File: src/uart_params.svh
// UART parameter header
// widths, register map and the fixed baud divisor shared by
// the serial port RTL and its testbench
`ifndef UART_PARAMS_SVH
`define UART_PARAMS_SVH

// character and bus widths
`define UART_DATA_W 8
`define UART_BUS_W 16
`define UART_ADDR_W 3
`define UART_DIV_W 10

// clock cycles per bit minus one, any value from 2 to 1023 works
`define UART_BAUD_DIVISOR 7

// register map
`define UART_ADDR_RXDATA 3'd0
`define UART_ADDR_TXDATA 3'd1
`define UART_ADDR_STATUS 3'd2
`define UART_ADDR_CONTROL 3'd3

`endif

File: src/uart_pkg.sv
// UART type package
// bus request, decoded strobes, control and status images
// shared between the register block, both serial engines and the testbench
`include "uart_params.svh"

package uart_pkg;

  // one transfer as driven by the host
  typedef struct packed {
    logic                    chipselect;
    logic                    read_n;
    logic                    write_n;
    logic                    begintransfer;
    logic [`UART_ADDR_W-1:0] address;
    logic [`UART_BUS_W-1:0]  writedata;
  } bus_req_t;

  // decoded register strobes, not yet qualified by begintransfer
  typedef struct packed {
    logic rx_rd;
    logic tx_wr;
    logic status_wr;
  } reg_strobes_t;

  typedef struct packed {
    logic force_break;
    logic ie_any_error;
    logic ie_rx_char_ready;
    logic ie_tx_ready;
    logic ie_tx_shift_empty;
    logic ie_tx_overrun;
    logic ie_rx_overrun;
    logic ie_break_detect;
    logic ie_framing_error;
    logic ie_parity_error;
  } control_t;

  typedef struct packed {
    logic tx_ready;
    logic tx_shift_empty;
    logic tx_overrun;
  } tx_status_t;

  typedef struct packed {
    logic rx_char_ready;
    logic rx_overrun;
    logic break_detect;
    logic framing_error;
  } rx_status_t;

  // status register as seen on the bus
  typedef struct packed {
    logic eop;
    logic cts;
    logic dcts;
    logic rsvd;
    logic any_error;
    logic rx_char_ready;
    logic tx_ready;
    logic tx_shift_empty;
    logic tx_overrun;
    logic rx_overrun;
    logic break_detect;
    logic framing_error;
    logic parity_error;
  } status_t;

endpackage

File: src/uart_tx.sv
// UART transmitter
// loads an 8N1 frame after a transmit write and shifts it out
// lsb first at the fixed baud rate, with ready, empty and overrun
// flags and a force-break override on the line
`timescale 1ns/1ps
`include "uart_params.svh"

module uart_tx (
  input  logic                    clk,
  input  logic                    reset_n,
  input  uart_pkg::bus_req_t      bus,
  input  uart_pkg::reg_strobes_t  strobes,
  input  logic [`UART_DATA_W-1:0] tx_data,
  input  logic                    force_break,
  output uart_pkg::tx_status_t    tx_status,
  output logic                    txd
);

  localparam int frame_w = `UART_DATA_W + 2;
  localparam logic [`UART_DIV_W-1:0] divisor = `UART_BAUD_DIVISOR;

  logic                    tx_wr_onset;
  logic                    tx_ready;
  logic                    tx_overrun;
  logic                    tx_shift_empty;
  logic                    do_load_shifter;
  logic                    shift_done;
  logic                    do_shift;
  logic                    baud_clk_en;
  logic [`UART_DIV_W-1:0]  baud_count;
  logic [frame_w-1:0]      tx_sr;
  logic                    pre_txd;

  assign tx_wr_onset = strobes.tx_wr && bus.begintransfer;
  // shifter drains toward zero, so all-zero means the frame is gone
  assign shift_done = ~(|tx_sr);
  assign do_shift = baud_clk_en && !shift_done && !do_load_shifter;

  always_ff @(posedge clk or negedge reset_n)
  begin
    if (!reset_n)
    begin
      do_load_shifter <= 1'b0;
      tx_ready <= 1'b1;
      tx_overrun <= 1'b0;
      tx_shift_empty <= 1'b1;
    end
    else
    begin
      do_load_shifter <= !tx_ready && shift_done;
      if (tx_wr_onset)
        tx_ready <= 1'b0;
      else if (do_load_shifter)
        tx_ready <= 1'b1;
      // status write wins over a new overrun
      if (strobes.status_wr)
        tx_overrun <= 1'b0;
      else if (!tx_ready && tx_wr_onset)
        tx_overrun <= 1'b1;
      tx_shift_empty <= tx_ready && shift_done;
    end
  end

  // baud tick, restarted with each new frame
  always_ff @(posedge clk or negedge reset_n)
  begin
    if (!reset_n)
    begin
      baud_count <= '0;
      baud_clk_en <= 1'b0;
    end
    else
    begin
      if (baud_count == '0 || do_load_shifter)
        baud_count <= divisor;
      else
        baud_count <= baud_count - 1'b1;
      baud_clk_en <= (baud_count == '0);
    end
  end

  // frame is stop, data, start from msb down
  always_ff @(posedge clk or negedge reset_n)
  begin
    if (!reset_n)
      tx_sr <= '0;
    else if (do_load_shifter)
      tx_sr <= {1'b1, tx_data, 1'b0};
    else if (do_shift)
      tx_sr <= {1'b0, tx_sr[frame_w-1:1]};
  end

  // two output stages; pre_txd holds the stop level once drained
  always_ff @(posedge clk or negedge reset_n)
  begin
    if (!reset_n)
    begin
      pre_txd <= 1'b1;
      txd <= 1'b1;
    end
    else
    begin
      if (!shift_done)
        pre_txd <= tx_sr[0];
      txd <= pre_txd && !force_break;
    end
  end

  assign tx_status.tx_ready = tx_ready;
  assign tx_status.tx_shift_empty = tx_shift_empty;
  assign tx_status.tx_overrun = tx_overrun;

endmodule

File: src/uart_rx.sv
// UART receiver
// synchronizes rxd, starts a frame on a falling edge when idle and
// samples each bit near its middle; reports the character with
// char ready, overrun, break and framing error flags
`timescale 1ns/1ps
`include "uart_params.svh"

module uart_rx (
  input  logic                    clk,
  input  logic                    reset_n,
  input  uart_pkg::bus_req_t      bus,
  input  uart_pkg::reg_strobes_t  strobes,
  input  logic                    rxd,
  output uart_pkg::rx_status_t    rx_status,
  output logic [`UART_DATA_W-1:0] rx_data
);

  localparam int frame_w = `UART_DATA_W + 2;
  localparam logic [`UART_DIV_W-1:0] divisor = `UART_BAUD_DIVISOR;
  localparam logic [`UART_DIV_W-1:0] half_divisor = {1'b0, divisor[`UART_DIV_W-1:1]};

  logic                    rxd_meta;
  logic                    sync_rxd;
  logic                    sync_rxd_d;
  logic                    rxd_edge;
  logic                    rxd_falling;
  logic [`UART_DIV_W-1:0]  baud_count;
  logic [`UART_DIV_W-1:0]  baud_load;
  logic                    baud_clk_en;
  logic                    sample_enable;
  logic                    do_start_rx;
  logic [frame_w-1:0]      rx_sr;
  logic                    rx_in_process;
  logic                    rx_in_process_d;
  logic                    got_new_char;
  logic                    stop_bit;
  logic                    is_break;
  logic                    is_framing_error;
  logic                    rx_rd_onset;
  logic                    rx_char_ready;
  logic                    rx_overrun;
  logic                    break_detect;
  logic                    framing_error;

  // two stage synchronizer plus one delay for edge detection
  always_ff @(posedge clk or negedge reset_n)
  begin
    if (!reset_n)
    begin
      rxd_meta <= 1'b1;
      sync_rxd <= 1'b1;
      sync_rxd_d <= 1'b1;
    end
    else
    begin
      rxd_meta <= rxd;
      sync_rxd <= rxd_meta;
      sync_rxd_d <= sync_rxd;
    end
  end

  assign rxd_edge = sync_rxd ^ sync_rxd_d;
  assign rxd_falling = !sync_rxd && sync_rxd_d;

  // any line edge realigns the sample point to half a bit later
  assign baud_load = rxd_edge ? half_divisor : divisor;

  always_ff @(posedge clk or negedge reset_n)
  begin
    if (!reset_n)
    begin
      baud_count <= '0;
      baud_clk_en <= 1'b0;
    end
    else
    begin
      if (baud_count == '0 || rxd_edge)
        baud_count <= baud_load;
      else
        baud_count <= baud_count - 1'b1;
      baud_clk_en <= !rxd_edge && (baud_count == '0);
    end
  end

  // start bit marker sits in bit 0 once all ten samples are in
  assign rx_in_process = rx_sr[0];
  assign sample_enable = baud_clk_en && rx_in_process;

  always_ff @(posedge clk or negedge reset_n)
  begin
    if (!reset_n)
    begin
      do_start_rx <= 1'b0;
      rx_sr <= '0;
      rx_in_process_d <= 1'b0;
    end
    else
    begin
      do_start_rx <= !rx_in_process && rxd_falling;
      if (do_start_rx)
        rx_sr <= '1;
      else if (sample_enable)
        rx_sr <= {sync_rxd, rx_sr[frame_w-1:1]};
      rx_in_process_d <= rx_in_process;
    end
  end

  assign got_new_char = !rx_in_process && rx_in_process_d;
  assign stop_bit = rx_sr[frame_w-1];
  assign is_break = ~(|rx_sr);
  assign is_framing_error = !stop_bit && !is_break;
  assign rx_rd_onset = strobes.rx_rd && bus.begintransfer;

  always_ff @(posedge clk or negedge reset_n)
  begin
    if (!reset_n)
      rx_data <= '0;
    else if (got_new_char)
      rx_data <= rx_sr[frame_w-2:1];
  end

  always_ff @(posedge clk or negedge reset_n)
  begin
    if (!reset_n)
    begin
      rx_char_ready <= 1'b0;
      rx_overrun <= 1'b0;
      break_detect <= 1'b0;
      framing_error <= 1'b0;
    end
    else
    begin
      if (rx_rd_onset)
        rx_char_ready <= 1'b0;
      else if (got_new_char)
        rx_char_ready <= 1'b1;
      // sticky error flags, all cleared by a status write
      if (strobes.status_wr)
      begin
        rx_overrun <= 1'b0;
        break_detect <= 1'b0;
        framing_error <= 1'b0;
      end
      else if (got_new_char)
      begin
        if (rx_char_ready)
          rx_overrun <= 1'b1;
        if (is_break)
          break_detect <= 1'b1;
        if (is_framing_error)
          framing_error <= 1'b1;
      end
    end
  end

  assign rx_status.rx_char_ready = rx_char_ready;
  assign rx_status.rx_overrun = rx_overrun;
  assign rx_status.break_detect = break_detect;
  assign rx_status.framing_error = framing_error;

endmodule

File: src/uart_regs.sv
// UART register block
// decodes the host bus into strobes, holds the transmit data and
// control registers, assembles the status word, registers the read
// data and forms the maskable interrupt
`timescale 1ns/1ps
`include "uart_params.svh"

module uart_regs (
  input  logic                    clk,
  input  logic                    reset_n,
  input  uart_pkg::bus_req_t      bus,
  input  uart_pkg::tx_status_t    tx_status,
  input  uart_pkg::rx_status_t    rx_status,
  input  logic [`UART_DATA_W-1:0] rx_data,
  output uart_pkg::reg_strobes_t  strobes,
  output logic [`UART_DATA_W-1:0] tx_data,
  output logic                    force_break,
  output logic [`UART_BUS_W-1:0]  readdata,
  output logic                    irq,
  output logic                    dataavailable,
  output logic                    readyfordata
);

  import uart_pkg::*;

  logic                   bus_rd;
  logic                   bus_wr;
  logic                   control_wr;
  control_t               control_reg;
  status_t                status_img;
  logic [`UART_BUS_W-1:0] read_mux;
  logic                   irq_next;

  assign bus_rd = bus.chipselect && !bus.read_n;
  assign bus_wr = bus.chipselect && !bus.write_n;

  assign strobes.rx_rd = bus_rd && (bus.address == `UART_ADDR_RXDATA);
  assign strobes.tx_wr = bus_wr && (bus.address == `UART_ADDR_TXDATA);
  assign strobes.status_wr = bus_wr && (bus.address == `UART_ADDR_STATUS);
  assign control_wr = bus_wr && (bus.address == `UART_ADDR_CONTROL);

  always_ff @(posedge clk or negedge reset_n)
  begin
    if (!reset_n)
    begin
      tx_data <= '0;
      control_reg <= '0;
    end
    else
    begin
      if (strobes.tx_wr)
        tx_data <= bus.writedata[`UART_DATA_W-1:0];
      if (control_wr)
        control_reg <= bus.writedata[$bits(control_t)-1:0];
    end
  end

  assign force_break = control_reg.force_break;

  // parity is not implemented, so its bit always reads 0
  always_comb
  begin
    status_img = '0;
    status_img.rx_char_ready = rx_status.rx_char_ready;
    status_img.tx_ready = tx_status.tx_ready;
    status_img.tx_shift_empty = tx_status.tx_shift_empty;
    status_img.tx_overrun = tx_status.tx_overrun;
    status_img.rx_overrun = rx_status.rx_overrun;
    status_img.break_detect = rx_status.break_detect;
    status_img.framing_error = rx_status.framing_error;
    status_img.any_error = tx_status.tx_overrun || rx_status.rx_overrun ||
                           rx_status.break_detect || rx_status.framing_error;
  end

  // read data follows the address every cycle
  always_comb
  begin
    read_mux = '0;
    case (bus.address)
      `UART_ADDR_RXDATA:  read_mux[`UART_DATA_W-1:0] = rx_data;
      `UART_ADDR_TXDATA:  read_mux[`UART_DATA_W-1:0] = tx_data;
      `UART_ADDR_STATUS:  read_mux[$bits(status_t)-1:0] = status_img;
      `UART_ADDR_CONTROL: read_mux[$bits(control_t)-1:0] = control_reg;
      default:            read_mux = '0;
    endcase
  end

  assign irq_next =
    (control_reg.ie_any_error      && status_img.any_error)      ||
    (control_reg.ie_rx_char_ready  && status_img.rx_char_ready)  ||
    (control_reg.ie_tx_ready       && status_img.tx_ready)       ||
    (control_reg.ie_tx_shift_empty && status_img.tx_shift_empty) ||
    (control_reg.ie_tx_overrun     && status_img.tx_overrun)     ||
    (control_reg.ie_rx_overrun     && status_img.rx_overrun)     ||
    (control_reg.ie_break_detect   && status_img.break_detect)   ||
    (control_reg.ie_framing_error  && status_img.framing_error);

  always_ff @(posedge clk or negedge reset_n)
  begin
    if (!reset_n)
    begin
      readdata <= '0;
      irq <= 1'b0;
      dataavailable <= 1'b0;
      readyfordata <= 1'b0;
    end
    else
    begin
      readdata <= read_mux;
      irq <= irq_next;
      dataavailable <= rx_status.rx_char_ready;
      readyfordata <= tx_status.tx_ready;
    end
  end

endmodule

File: src/uart.sv
// UART top level
// memory-mapped serial port with a 16-bit register bus, an 8N1
// transmitter and a mid-bit sampling receiver
`timescale 1ns/1ps
`include "uart_params.svh"

module uart (
  input  logic                   clk,
  input  logic                   reset_n,
  input  uart_pkg::bus_req_t     bus,
  input  logic                   rxd,
  output logic [`UART_BUS_W-1:0] readdata,
  output logic                   irq,
  output logic                   dataavailable,
  output logic                   readyfordata,
  output logic                   txd
);

  import uart_pkg::*;

  reg_strobes_t            strobes;
  tx_status_t              tx_status;
  rx_status_t              rx_status;
  logic [`UART_DATA_W-1:0] tx_data;
  logic [`UART_DATA_W-1:0] rx_data;
  logic                    force_break;

  uart_tx u_tx (
    .clk         (clk),
    .reset_n     (reset_n),
    .bus         (bus),
    .strobes     (strobes),
    .tx_data     (tx_data),
    .force_break (force_break),
    .tx_status   (tx_status),
    .txd         (txd)
  );

  uart_rx u_rx (
    .clk       (clk),
    .reset_n   (reset_n),
    .bus       (bus),
    .strobes   (strobes),
    .rxd       (rxd),
    .rx_status (rx_status),
    .rx_data   (rx_data)
  );

  uart_regs u_regs (
    .clk           (clk),
    .reset_n       (reset_n),
    .bus           (bus),
    .tx_status     (tx_status),
    .rx_status     (rx_status),
    .rx_data       (rx_data),
    .strobes       (strobes),
    .tx_data       (tx_data),
    .force_break   (force_break),
    .readdata      (readdata),
    .irq           (irq),
    .dataavailable (dataavailable),
    .readyfordata  (readyfordata)
  );

endmodule

File: config.mk
export PLATFORM = sky130hd
export DESIGN_NAME = uart
export DESIGN_NICKNAME = d
export VERILOG_FILES = /design/src/uart_pkg.sv /design/src/uart_tx.sv /design/src/uart_rx.sv /design/src/uart_regs.sv /design/src/uart.sv
export VERILOG_INCLUDE_DIRS = /design/src /design/src/src
export SDC_FILE = /design/constraint.sdc
export NUM_CORES = 1
export LEC_CHECK = 0
export ABC_AREA = 0
export BUFFER_PORTS_ARGS = -buffer_cell sky130_fd_sc_hd__buf_2
export CELL_PAD_IN_SITES_DETAIL_PLACEMENT = 0
export CELL_PAD_IN_SITES_GLOBAL_PLACEMENT = 1
export CORE_MARGIN = 1.5
export CORE_UTILIZATION = 40
export CTS_CLUSTER_DIAMETER = 100
export CTS_CLUSTER_SIZE = 40
export DETAILED_ROUTE_END_ITERATION = 10
export GPL_ROUTABILITY_DRIVEN = 1
export HOLD_SLACK_MARGIN = 0.03
export PLACE_DENSITY = 0.66
export RECOVER_POWER = 25
export SLEW_MARGIN = 20
export SYNTH_ARGS = -nofsm -noshare
export SYNTH_HDL_FRONTEND = slang
export SYNTH_SLANG_ARGS = --single-unit
File: constraint.sdc
create_clock -name clk -period 4.4 [get_ports clk]
set_input_delay 0.44 -clock clk [delete_from_list [all_inputs] [get_ports clk]]
set_output_delay 0.44 -clock clk [all_outputs]
set_load 0.005 [all_outputs]
-- Yosys cells after proc, flatten, opt, wreduce, memory -nomap -nowiden
Cells that the tools add are included.
- register bits after elaboration: 96
- input port bits: 26
- word-level logic and storage cells: 134
- $add $sub $neg: 2
- equal/unequal tests: 4
- multiplexer cells: 24
- bitwise operators: 2
- reductions and logical operators: 65
- operator list (cell ; count):
    two-way mux 10 bit ; 6
    case mux 8 bit (4 select lines) ; 1
    logical AND 1 bit ; 28
    logical NOT 10 bit ; 2
    OR reduction 10 bit ; 2
    subtractor 10 x 1 -> 10 bit (second input constant) ; 2
    nonzero test 2 bit ; 8
    two-way mux 1 bit ; 15
    logical OR 1 bit ; 12
    logical NOT 1 bit ; 9
    == test 3 x 2 -> 1 bit (second input constant) ; 2
    AND reduction 2 bit ; 3
    case mux 2 bit (2 select lines) ; 1
    == test 3 x 1 -> 1 bit (second input constant) ; 1
    logical NOT 3 bit ; 1
    two-way mux 3 bit ; 1
    inequality test 2 bit (second input constant) ; 1
    inverter 1 bit ; 1
    XOR 1 bit ; 1

-- Depth between registers and ports, before layout
Gate-level depths: netlist of the first run.
- word-level depth: 11
- mapped depth: 5
- gate-level depth less buffers: 5

-- Hierarchy
Synthesis of the first run repeated with hierarchy kept, for this count alone.
- cell total of the unflattened synthesis: 375
- area total of the unflattened synthesis: 4320.4 um^2
- by module, submodules not included (module ; times used ; cells each ; area each (um^2)):
    uart_rx ; 1 ; 151 ; 1625.3
    uart_regs ; 1 ; 95 ; 1411.4
    uart_tx ; 1 ; 129 ; 1283.7

-- Least setup slack after synthesis of the first run
OpenSTA, ideal clock, no wires.
- path type: register to register
- start point: register u_tx.baud_count[0]
- end point: register u_tx.baud_count[3]
- arrival: 1705 ps
- slack: 2561 ps
- cell stages (with the launch flop): 6
- buffers on the path: 0
- period minus slack after synthesis: 1839 ps
- cells stage by stage: dfrtp_1 inv_1 ha_1 or4b_2 o31ai_1 nor2_1
- longest elaborated chain between the ends: 3
- elaborated cells between the ends (all ways): 4
- those cells by class: add/sub: 1; mux: 1; reduce/logical: 2
- ends and longest elaborated chain (what ; RTL line ; text):
    start: declaration ; uart_tx.sv:30 ; logic [`UART_DIV_W-1:0] baud_count;
    start signal: assignment ; uart_tx.sv:75 ; baud_count <= divisor;
    start signal: assignment ; uart_tx.sv:77 ; baud_count <= baud_count - 1'b1;
    branches (longest 2 deep; another with subtractor 10 x 1 -> 10 bit) ; -- ;
    two-way mux 10 bit * ; uart_tx.sv:74 ; if (baud_count == '0 || do_load_shifter)
Every way passes the cells marked *.
A chain may end at the register's enable or synchronous reset.

-- Worst setup path in the final report of the first run
Same ends and word-level chain as after synthesis.

==> flow_metrics.tcl, run 1 <==
set metrics [dict create \
    status "finished, final reports clean" \
    critPathCaptureType "register" \
    hp-class "primary input to async pin" \
    synth_edf_count 0 \
    initial_core_util_pct 41.3 \
    placed_area_um2 4530 \
    antenna-diode-count 0 \
    vias 2827 \
    netlist_area_um2 4290 \
    postCtsSetupBuffers 0 \
    dpl.hpwl_um 5930 \
    fin_setup_tns_ps 0 \
    nets 410 \
    drcViolationCount 0 \
    cp_max_fo 7 \
    cts_buffers 9 \
    die_y_um 107 \
    grt_max_degree 55 \
    finalWirelength_um 8600 \
    worstMarginPinSlew_ps 828 \
    area_growth_pct 9.69 \
    avgViaCountPerCell 5.42 \
    clockBufferDepth 2 \
    yosys_warnings 0 \
    finalCriticalPeriod_ps 2110 \
    ys_seq_area_share_pct 56.2 \
    core_area_um2 10400 \
    antenna_found_initial 0 \
    leakagePower_nw 2.07 \
    slew_headroom_pct 44.7 \
    clock_skew_ps 15.5 \
    cts_hold_buf 0 \
    arrival_ps 2330 \
    h-tree-depth 3 \
    place.gp.congestion 0.767 \
    synth_cell_type_count 49 \
    ios 46 \
    power_density_nw_per_um2 441 \
    grt_pass1_wl_um 14300 \
    syn_inst 355 \
    cp.required_ps 4630 \
    clk_latency_ps 360 \
    netlist.area_leader.share_pct 52.0 \
    grt_pass1_vias 2690 \
    dieArea_um2 11300 \
    synthFlopType "dfrtp_1" \
    grtUsageTotal_pct 16.7 \
    final_area_um2 4700 \
    hold_viol 0 \
    layout-drive-gt1-share_pct 26.4 \
    fin_crit_sh_pct 47.9 \
    postRouteAntennaNets 0 \
    synth_area_leaders "dfrtp_1 (52%), mux2_2 (8.1%), dfstp_2 (4.3%)" \
    synth_seq_cells 96 \
    overflow 0 \
    cts_sinks 96 \
    synthArstFlopShare_pct 100 \
    clock-root-buffer "clkbuf_8" \
    post_cts_resized 0 \
    rows 37 \
    max_freq_mhz 475 \
    drt_iter0_drc 197 \
    setup_violations 0 \
    cp-start-kind "register" \
    drv_cap 0 \
    drt_first_pass_iters 4 \
    drv_slew 0 \
    rsz0062_at_grt "no" \
    port_buffers 33 \
    syn_avg_cell_area_um2 12.1 \
    cts.clk_slew.worst_paths_ps 90 \
    die_w_um 107 \
    cts_tree "done" \
    vdd_drop_max_uv 191 \
    post_drt_wl_per_cell_um 16.5 \
    critPathKind "register to register" \
    yosys.area.top_type "dfrtp_1" \
    whs_ps 106 \
]
[synthesized netlist by cell type, types with 2 or more instances]
master and n:
dfrtp_1 89, mux2_2 31, a21oi_1 19, inv_1 18
nand2_1 18, clkbuf_1 14, nor2b_1 11, o21ai_0 11
a211o_1 9, and3_1 9, nor2_1 9, nor3b_1 9
or4_1 8, dfstp_2 7, mux4_2 7, o31ai_1 7
buf_4 6, nor4_1 6, mux2i_1 5, nor3_1 5
o311ai_0 5, or3_1 5, buf_2 3, ha_1 3
nand2b_1 3, nand3_1 3, o2111ai_1 3, o41ai_1 3
or4b_2 3, xnor2_1 3, a22oi_1 2, nor4b_1 2
o31a_1 2, or2_2 2
[layer usage]
layer / global-route usage, % / up-vias / part of all wire [%]
li1: - / 1346 / -
met1: 25.1 / 1404 / 51
met2: 22.7 / 72 / 42
met3: 5.89 / 5 / 6.0
met4: 4.00 / 0 / 0.94
met5: 0 / - / 0
[cell usage in the layout (no fill, tap or decap), types with 6 or more instances in the layout]
cell type / count
a211o_1: 9
a21oi_1: 19
and3_1: 9
buf_2: 32
clkbuf_8: 10
conb_1: 6
dfrtp_1: 89
dfstp_2: 6
inv_1: 18
mux2_2: 31
mux4_2: 7
nand2_1: 18
nor2_1: 9
nor2b_1: 11
nor3b_1: 9
nor4_1: 6
o21ai_0: 11
o31ai_1: 7
or4_1: 8
[worst max-delay path: stages, from the launching register on]
cell	delay, ps
dfrtp_1	460
inv_1	80
ha_1	210
or4b_2	670
o31ai_1	450
nor2_1	100
[logic make-up after synthesis]
| family | count (synthesis) | synth area share, % |
|---|---|---|
| buffers and inverters | 42 | 4.29 |
| muxes | 43 | 13.0 |
| xor gates and xnor gates | 3 | 0.613 |
| adders and majority gates | 3 | 0.876 |
| DFF | 96 | 56.2 |
| AOI/OAI and AO/OA | 69 | 11.3 |
| and+or+nand+nor | 98 | 13.6 |
| other | 1 | 0.0875 |
[area by class of cell]
cell class              instances  area [µm²]
fillers                       989        5670
multi-input cells             222        1710
clock buffers                  12         145
repair buffers                 34         175
well taps                     136         170
inverters                      18        67.6
clock inverters                 4        22.5
flip-flops and latches         96        2410
[where the power goes]
part	internal, mW	leakage, nW	total [mW]	switching [mW]
clock	0.219	0.0861	0.505	0.287
combinational	0.214	0.825	0.362	0.148
sequential	1.05	1.16	1.21	0.154
[path summary, 6_finish.rpt]
path                                               from                            to  slack, ps  cells past startpoint
max                        u_tx.baud_count[0]$_DFF_PN0_  u_tx.baud_count[3]$_DFF_PN0_       2290                      5
max in group asynchronous                       reset_n     u_rx.rx_sr[7]$_DFFE_PN0P_       3260                      2
min reg2reg                     u_rx.rxd_meta$_DFF_PN1_       u_rx.sync_rxd$_DFF_PN1_        370                      0
max reg2reg                u_tx.baud_count[0]$_DFF_PN0_  u_tx.baud_count[3]$_DFF_PN0_       2290                      5
min                                             reset_n    u_rx.do_start_rx$_DFF_PN0_        110                      1
min in group clk                                    rxd       u_rx.rxd_meta$_DFF_PN1_        170                      1
[stage by stage]
stage / power, mW / setup WS, ps / util, % / instances
6_report: 2.07 / 2290 / 45.3 / 522
3_3_place_gp: 1.58 / 2250 / 43.7 / 506
5_1_grt: 2.21 / 2120 / 45.3 / 522
4_1_cts: 2.11 / 2280 / 45.3 / 522
2_1_floorplan: 1.44 / 2560 / - / 360
3_5_place_dp: 1.59 / 2250 / 43.7 / 506
No activity file was read; power rests on OpenSTA's default activity.
==> run 2, diff against run 1 <==
Clock period 4.4 ns to 2 ns, I/O delays scaled along.
==> run 2 against run 1 <==
  * Power grew 130%
  * Worst hold slack got worse by 38 ps
  * Cell count is 3.1% higher
  * First-iteration DRC count decreased by 23%
  * Register-to-register slack got worse by 2200 ps
  * Wire length shrank 1.7%
  * Combinational power is 130% higher
  * Critical path depth is the same
  * Largest cell class unchanged
  * Highest routed layer unchanged
==> flow_metrics.tcl, run 2 (synthesis results as in run 1) <==
set metrics [dict create \
    status "finished, final reports clean" \
    fin_crit_sh_pct 94.0 \
    area_growth_pct 13.5 \
    postRouteAntennaNets 0 \
    finalWirelength_um 8450 \
    worst-r2r-cell-count 5 \
    place_worst_setup_slack_ps 44.4 \
    power_mw 4.72 \
    critPathCaptureType "register" \
    leakagePower_nw 2.17 \
    fin_setup_tns_ps 0 \
    fillers 1007 \
    cts_tree "done" \
    power_density_nw_per_um2 970 \
    layout-drive-gt1-share_pct 28.1 \
    p_clk_share_pct 26.7 \
    antenna-diode-count 0 \
    place.gp.congestion 0.780 \
    seqPwrFrac_pct 55.8 \
    final_cell_mix "dfrtp_1 (89), mux2_2 (31), buf_2 (31)" \
    path_buf_inv 1 \
    multi_input_area_um2 1720 \
    port_buffers 33 \
    clk_latency_ps 360 \
    setup_violations 0 \
    hp-class "primary input to register" \
    h-tree-depth 3 \
    nets 426 \
    clock-root-buffer "clkbuf_8" \
    drt_first_pass_iters 4 \
    overflow 0 \
    avgViaCountPerCell 5.35 \
    hold_viol 0 \
    grt_max_degree 44 \
    postCtsSetupBuffers 0 \
    power_frac_comb_pct 17.5 \
    finalCriticalPeriod_ps 1880 \
    grt_pass1_wl_um 14400 \
    worstMarginPinSlew_ps 972 \
    dieArea_um2 11300 \
    placed_area_um2 4650 \
    grt_pass1_vias 2741 \
    die_w_um 107 \
    post_drt_wl_per_cell_um 15.7 \
    cp-start-kind "register" \
    layout_commonest_cell "dfrtp_1" \
    final_area_um2 4860 \
    cts.clk_slew.worst_paths_ps 100 \
    grtUsageTotal_pct 16.5 \
    cpPeakStageDelay_ps 650 \
    cp_max_fo 4 \
    p_switching_mw 1.29 \
    rows 37 \
    cts_buffers 9 \
    cp_top_family "simple AND/OR/NAND/NOR gates" \
    max_freq_mhz 532 \
    antenna_found_initial 0 \
    critPathKind "register to register" \
    arrival_ps 2120 \
    hold_depth 2 \
    finalWorstSetupSlack_ps 120 \
    initial_core_util_pct 41.3 \
    drt_iter0_drc 152 \
    slew_headroom_pct 35.2 \
    worst_path_max_delay_cell "or4b_2" \
    die_y_um 107 \
    dpl.hpwl_um 6080 \
    intPower_mw 3.43 \
    cts_sinks 96 \
    cp.required_ps 2240 \
    drv_cap 0 \
    drcViolationCount 0 \
    switching_share_pct 27.3 \
    path_cells "inv_1, ha_1, or4b_2, o31ai_1, nor2_1" \
    fin_util_pct 46.9 \
    core_area_um2 10400 \
    cp_num_cells 5 \
    vias 2880 \
    clock_skew_ps 12.7 \
    clockBufferDepth 2 \
    rsz0062_at_grt "no" \
    seq_area_um2 2410 \
    vdd_drop_max_uv 433 \
    ios 46 \
    drv_slew 0 \
]
[run 2: cell type report]
class | instances | area share [%]
repair buffers | 50 | 6.35
well taps | 136 | 3.50
flip-flops and latches | 96 | 49.6
clock inverters | 2 | 0.797
clock buffers | 14 | 3.14
multi-input cells | 222 | 35.3
inverters | 18 | 1.39
[run 2: timing repair]
item                       4_1_cts  5_1_grt
setup endpoints to repair        0        3
hold endpoints to repair        32        0
gates resized for setup          0        1
hold buffers                     2        0
[run 2: worst register-to-register path: cells and delay by family, from the launching register on]
kind,cells,cell delay (ps)
simple gates,2,740
flops,1,380
compound gates,1,440
fa+ha+maj,1,150
buf+inv,1,60
[run 2: final timing paths]
| kind | startpoint | to | slack (ps) |
|---|---|---|---|
| worst min-delay path | bus[9] | u_regs.force_break$_DFFE_PN0P_ | 70 |
| max in group asynchronous | reset_n | u_rx.sync_rxd_d$_DFF_PN1_ | 650 |
| min in group asynchronous | reset_n | u_rx.rx_sr[6]$_DFFE_PN0P_ | 550 |
| worst min register to register | u_rx.rxd_meta$_DFF_PN1_ | u_rx.sync_rxd$_DFF_PN1_ | 360 |
| worst max register to register | u_tx.baud_count[1]$_DFF_PN0_ | u_tx.baud_count[3]$_DFF_PN0_ | 120 |
| worst max-delay path | u_tx.baud_count[1]$_DFF_PN0_ | u_tx.baud_count[3]$_DFF_PN0_ | 120 |
[run 2: routing by layer]
metal / track usage (%) / part of all wire [%] / up-vias
li1: - / - / 1379
met1: 25.5 / 53 / 1448
met2: 22.4 / 42 / 46
met3: 3.92 / 4.4 / 7
met4: 5.43 / 1.1 / 0
met5: 0 / 0 / -
[run 2: power groups by stage]
| stage | logic, mW | clock network [mW] | registers [mW] |
|---|---|---|---|
| 2_1_floorplan | 0.631 | 0 | 2.55 |
| 3_3_place_gp | 0.817 | 0 | 2.68 |
| 3_5_place_dp | 0.834 | 0 | 2.68 |
| 4_1_cts | 0.838 | 1.29 | 2.64 |
| 5_1_grt | 0.924 | 1.38 | 2.70 |
| 6_report | 0.826 | 1.26 | 2.64 |
[run 2: per-stage QoR]
| step | hold slack (ps) | cells |
|---|---|---|
| after floorplan | -95.6 | 360 |
| after global routing | 61.0 | 538 |
| after detailed placement | 202 | 520 |
| after global placement | 208 | 520 |
| after CTS | 54.6 | 538 |
| final | 68.8 | 538 |
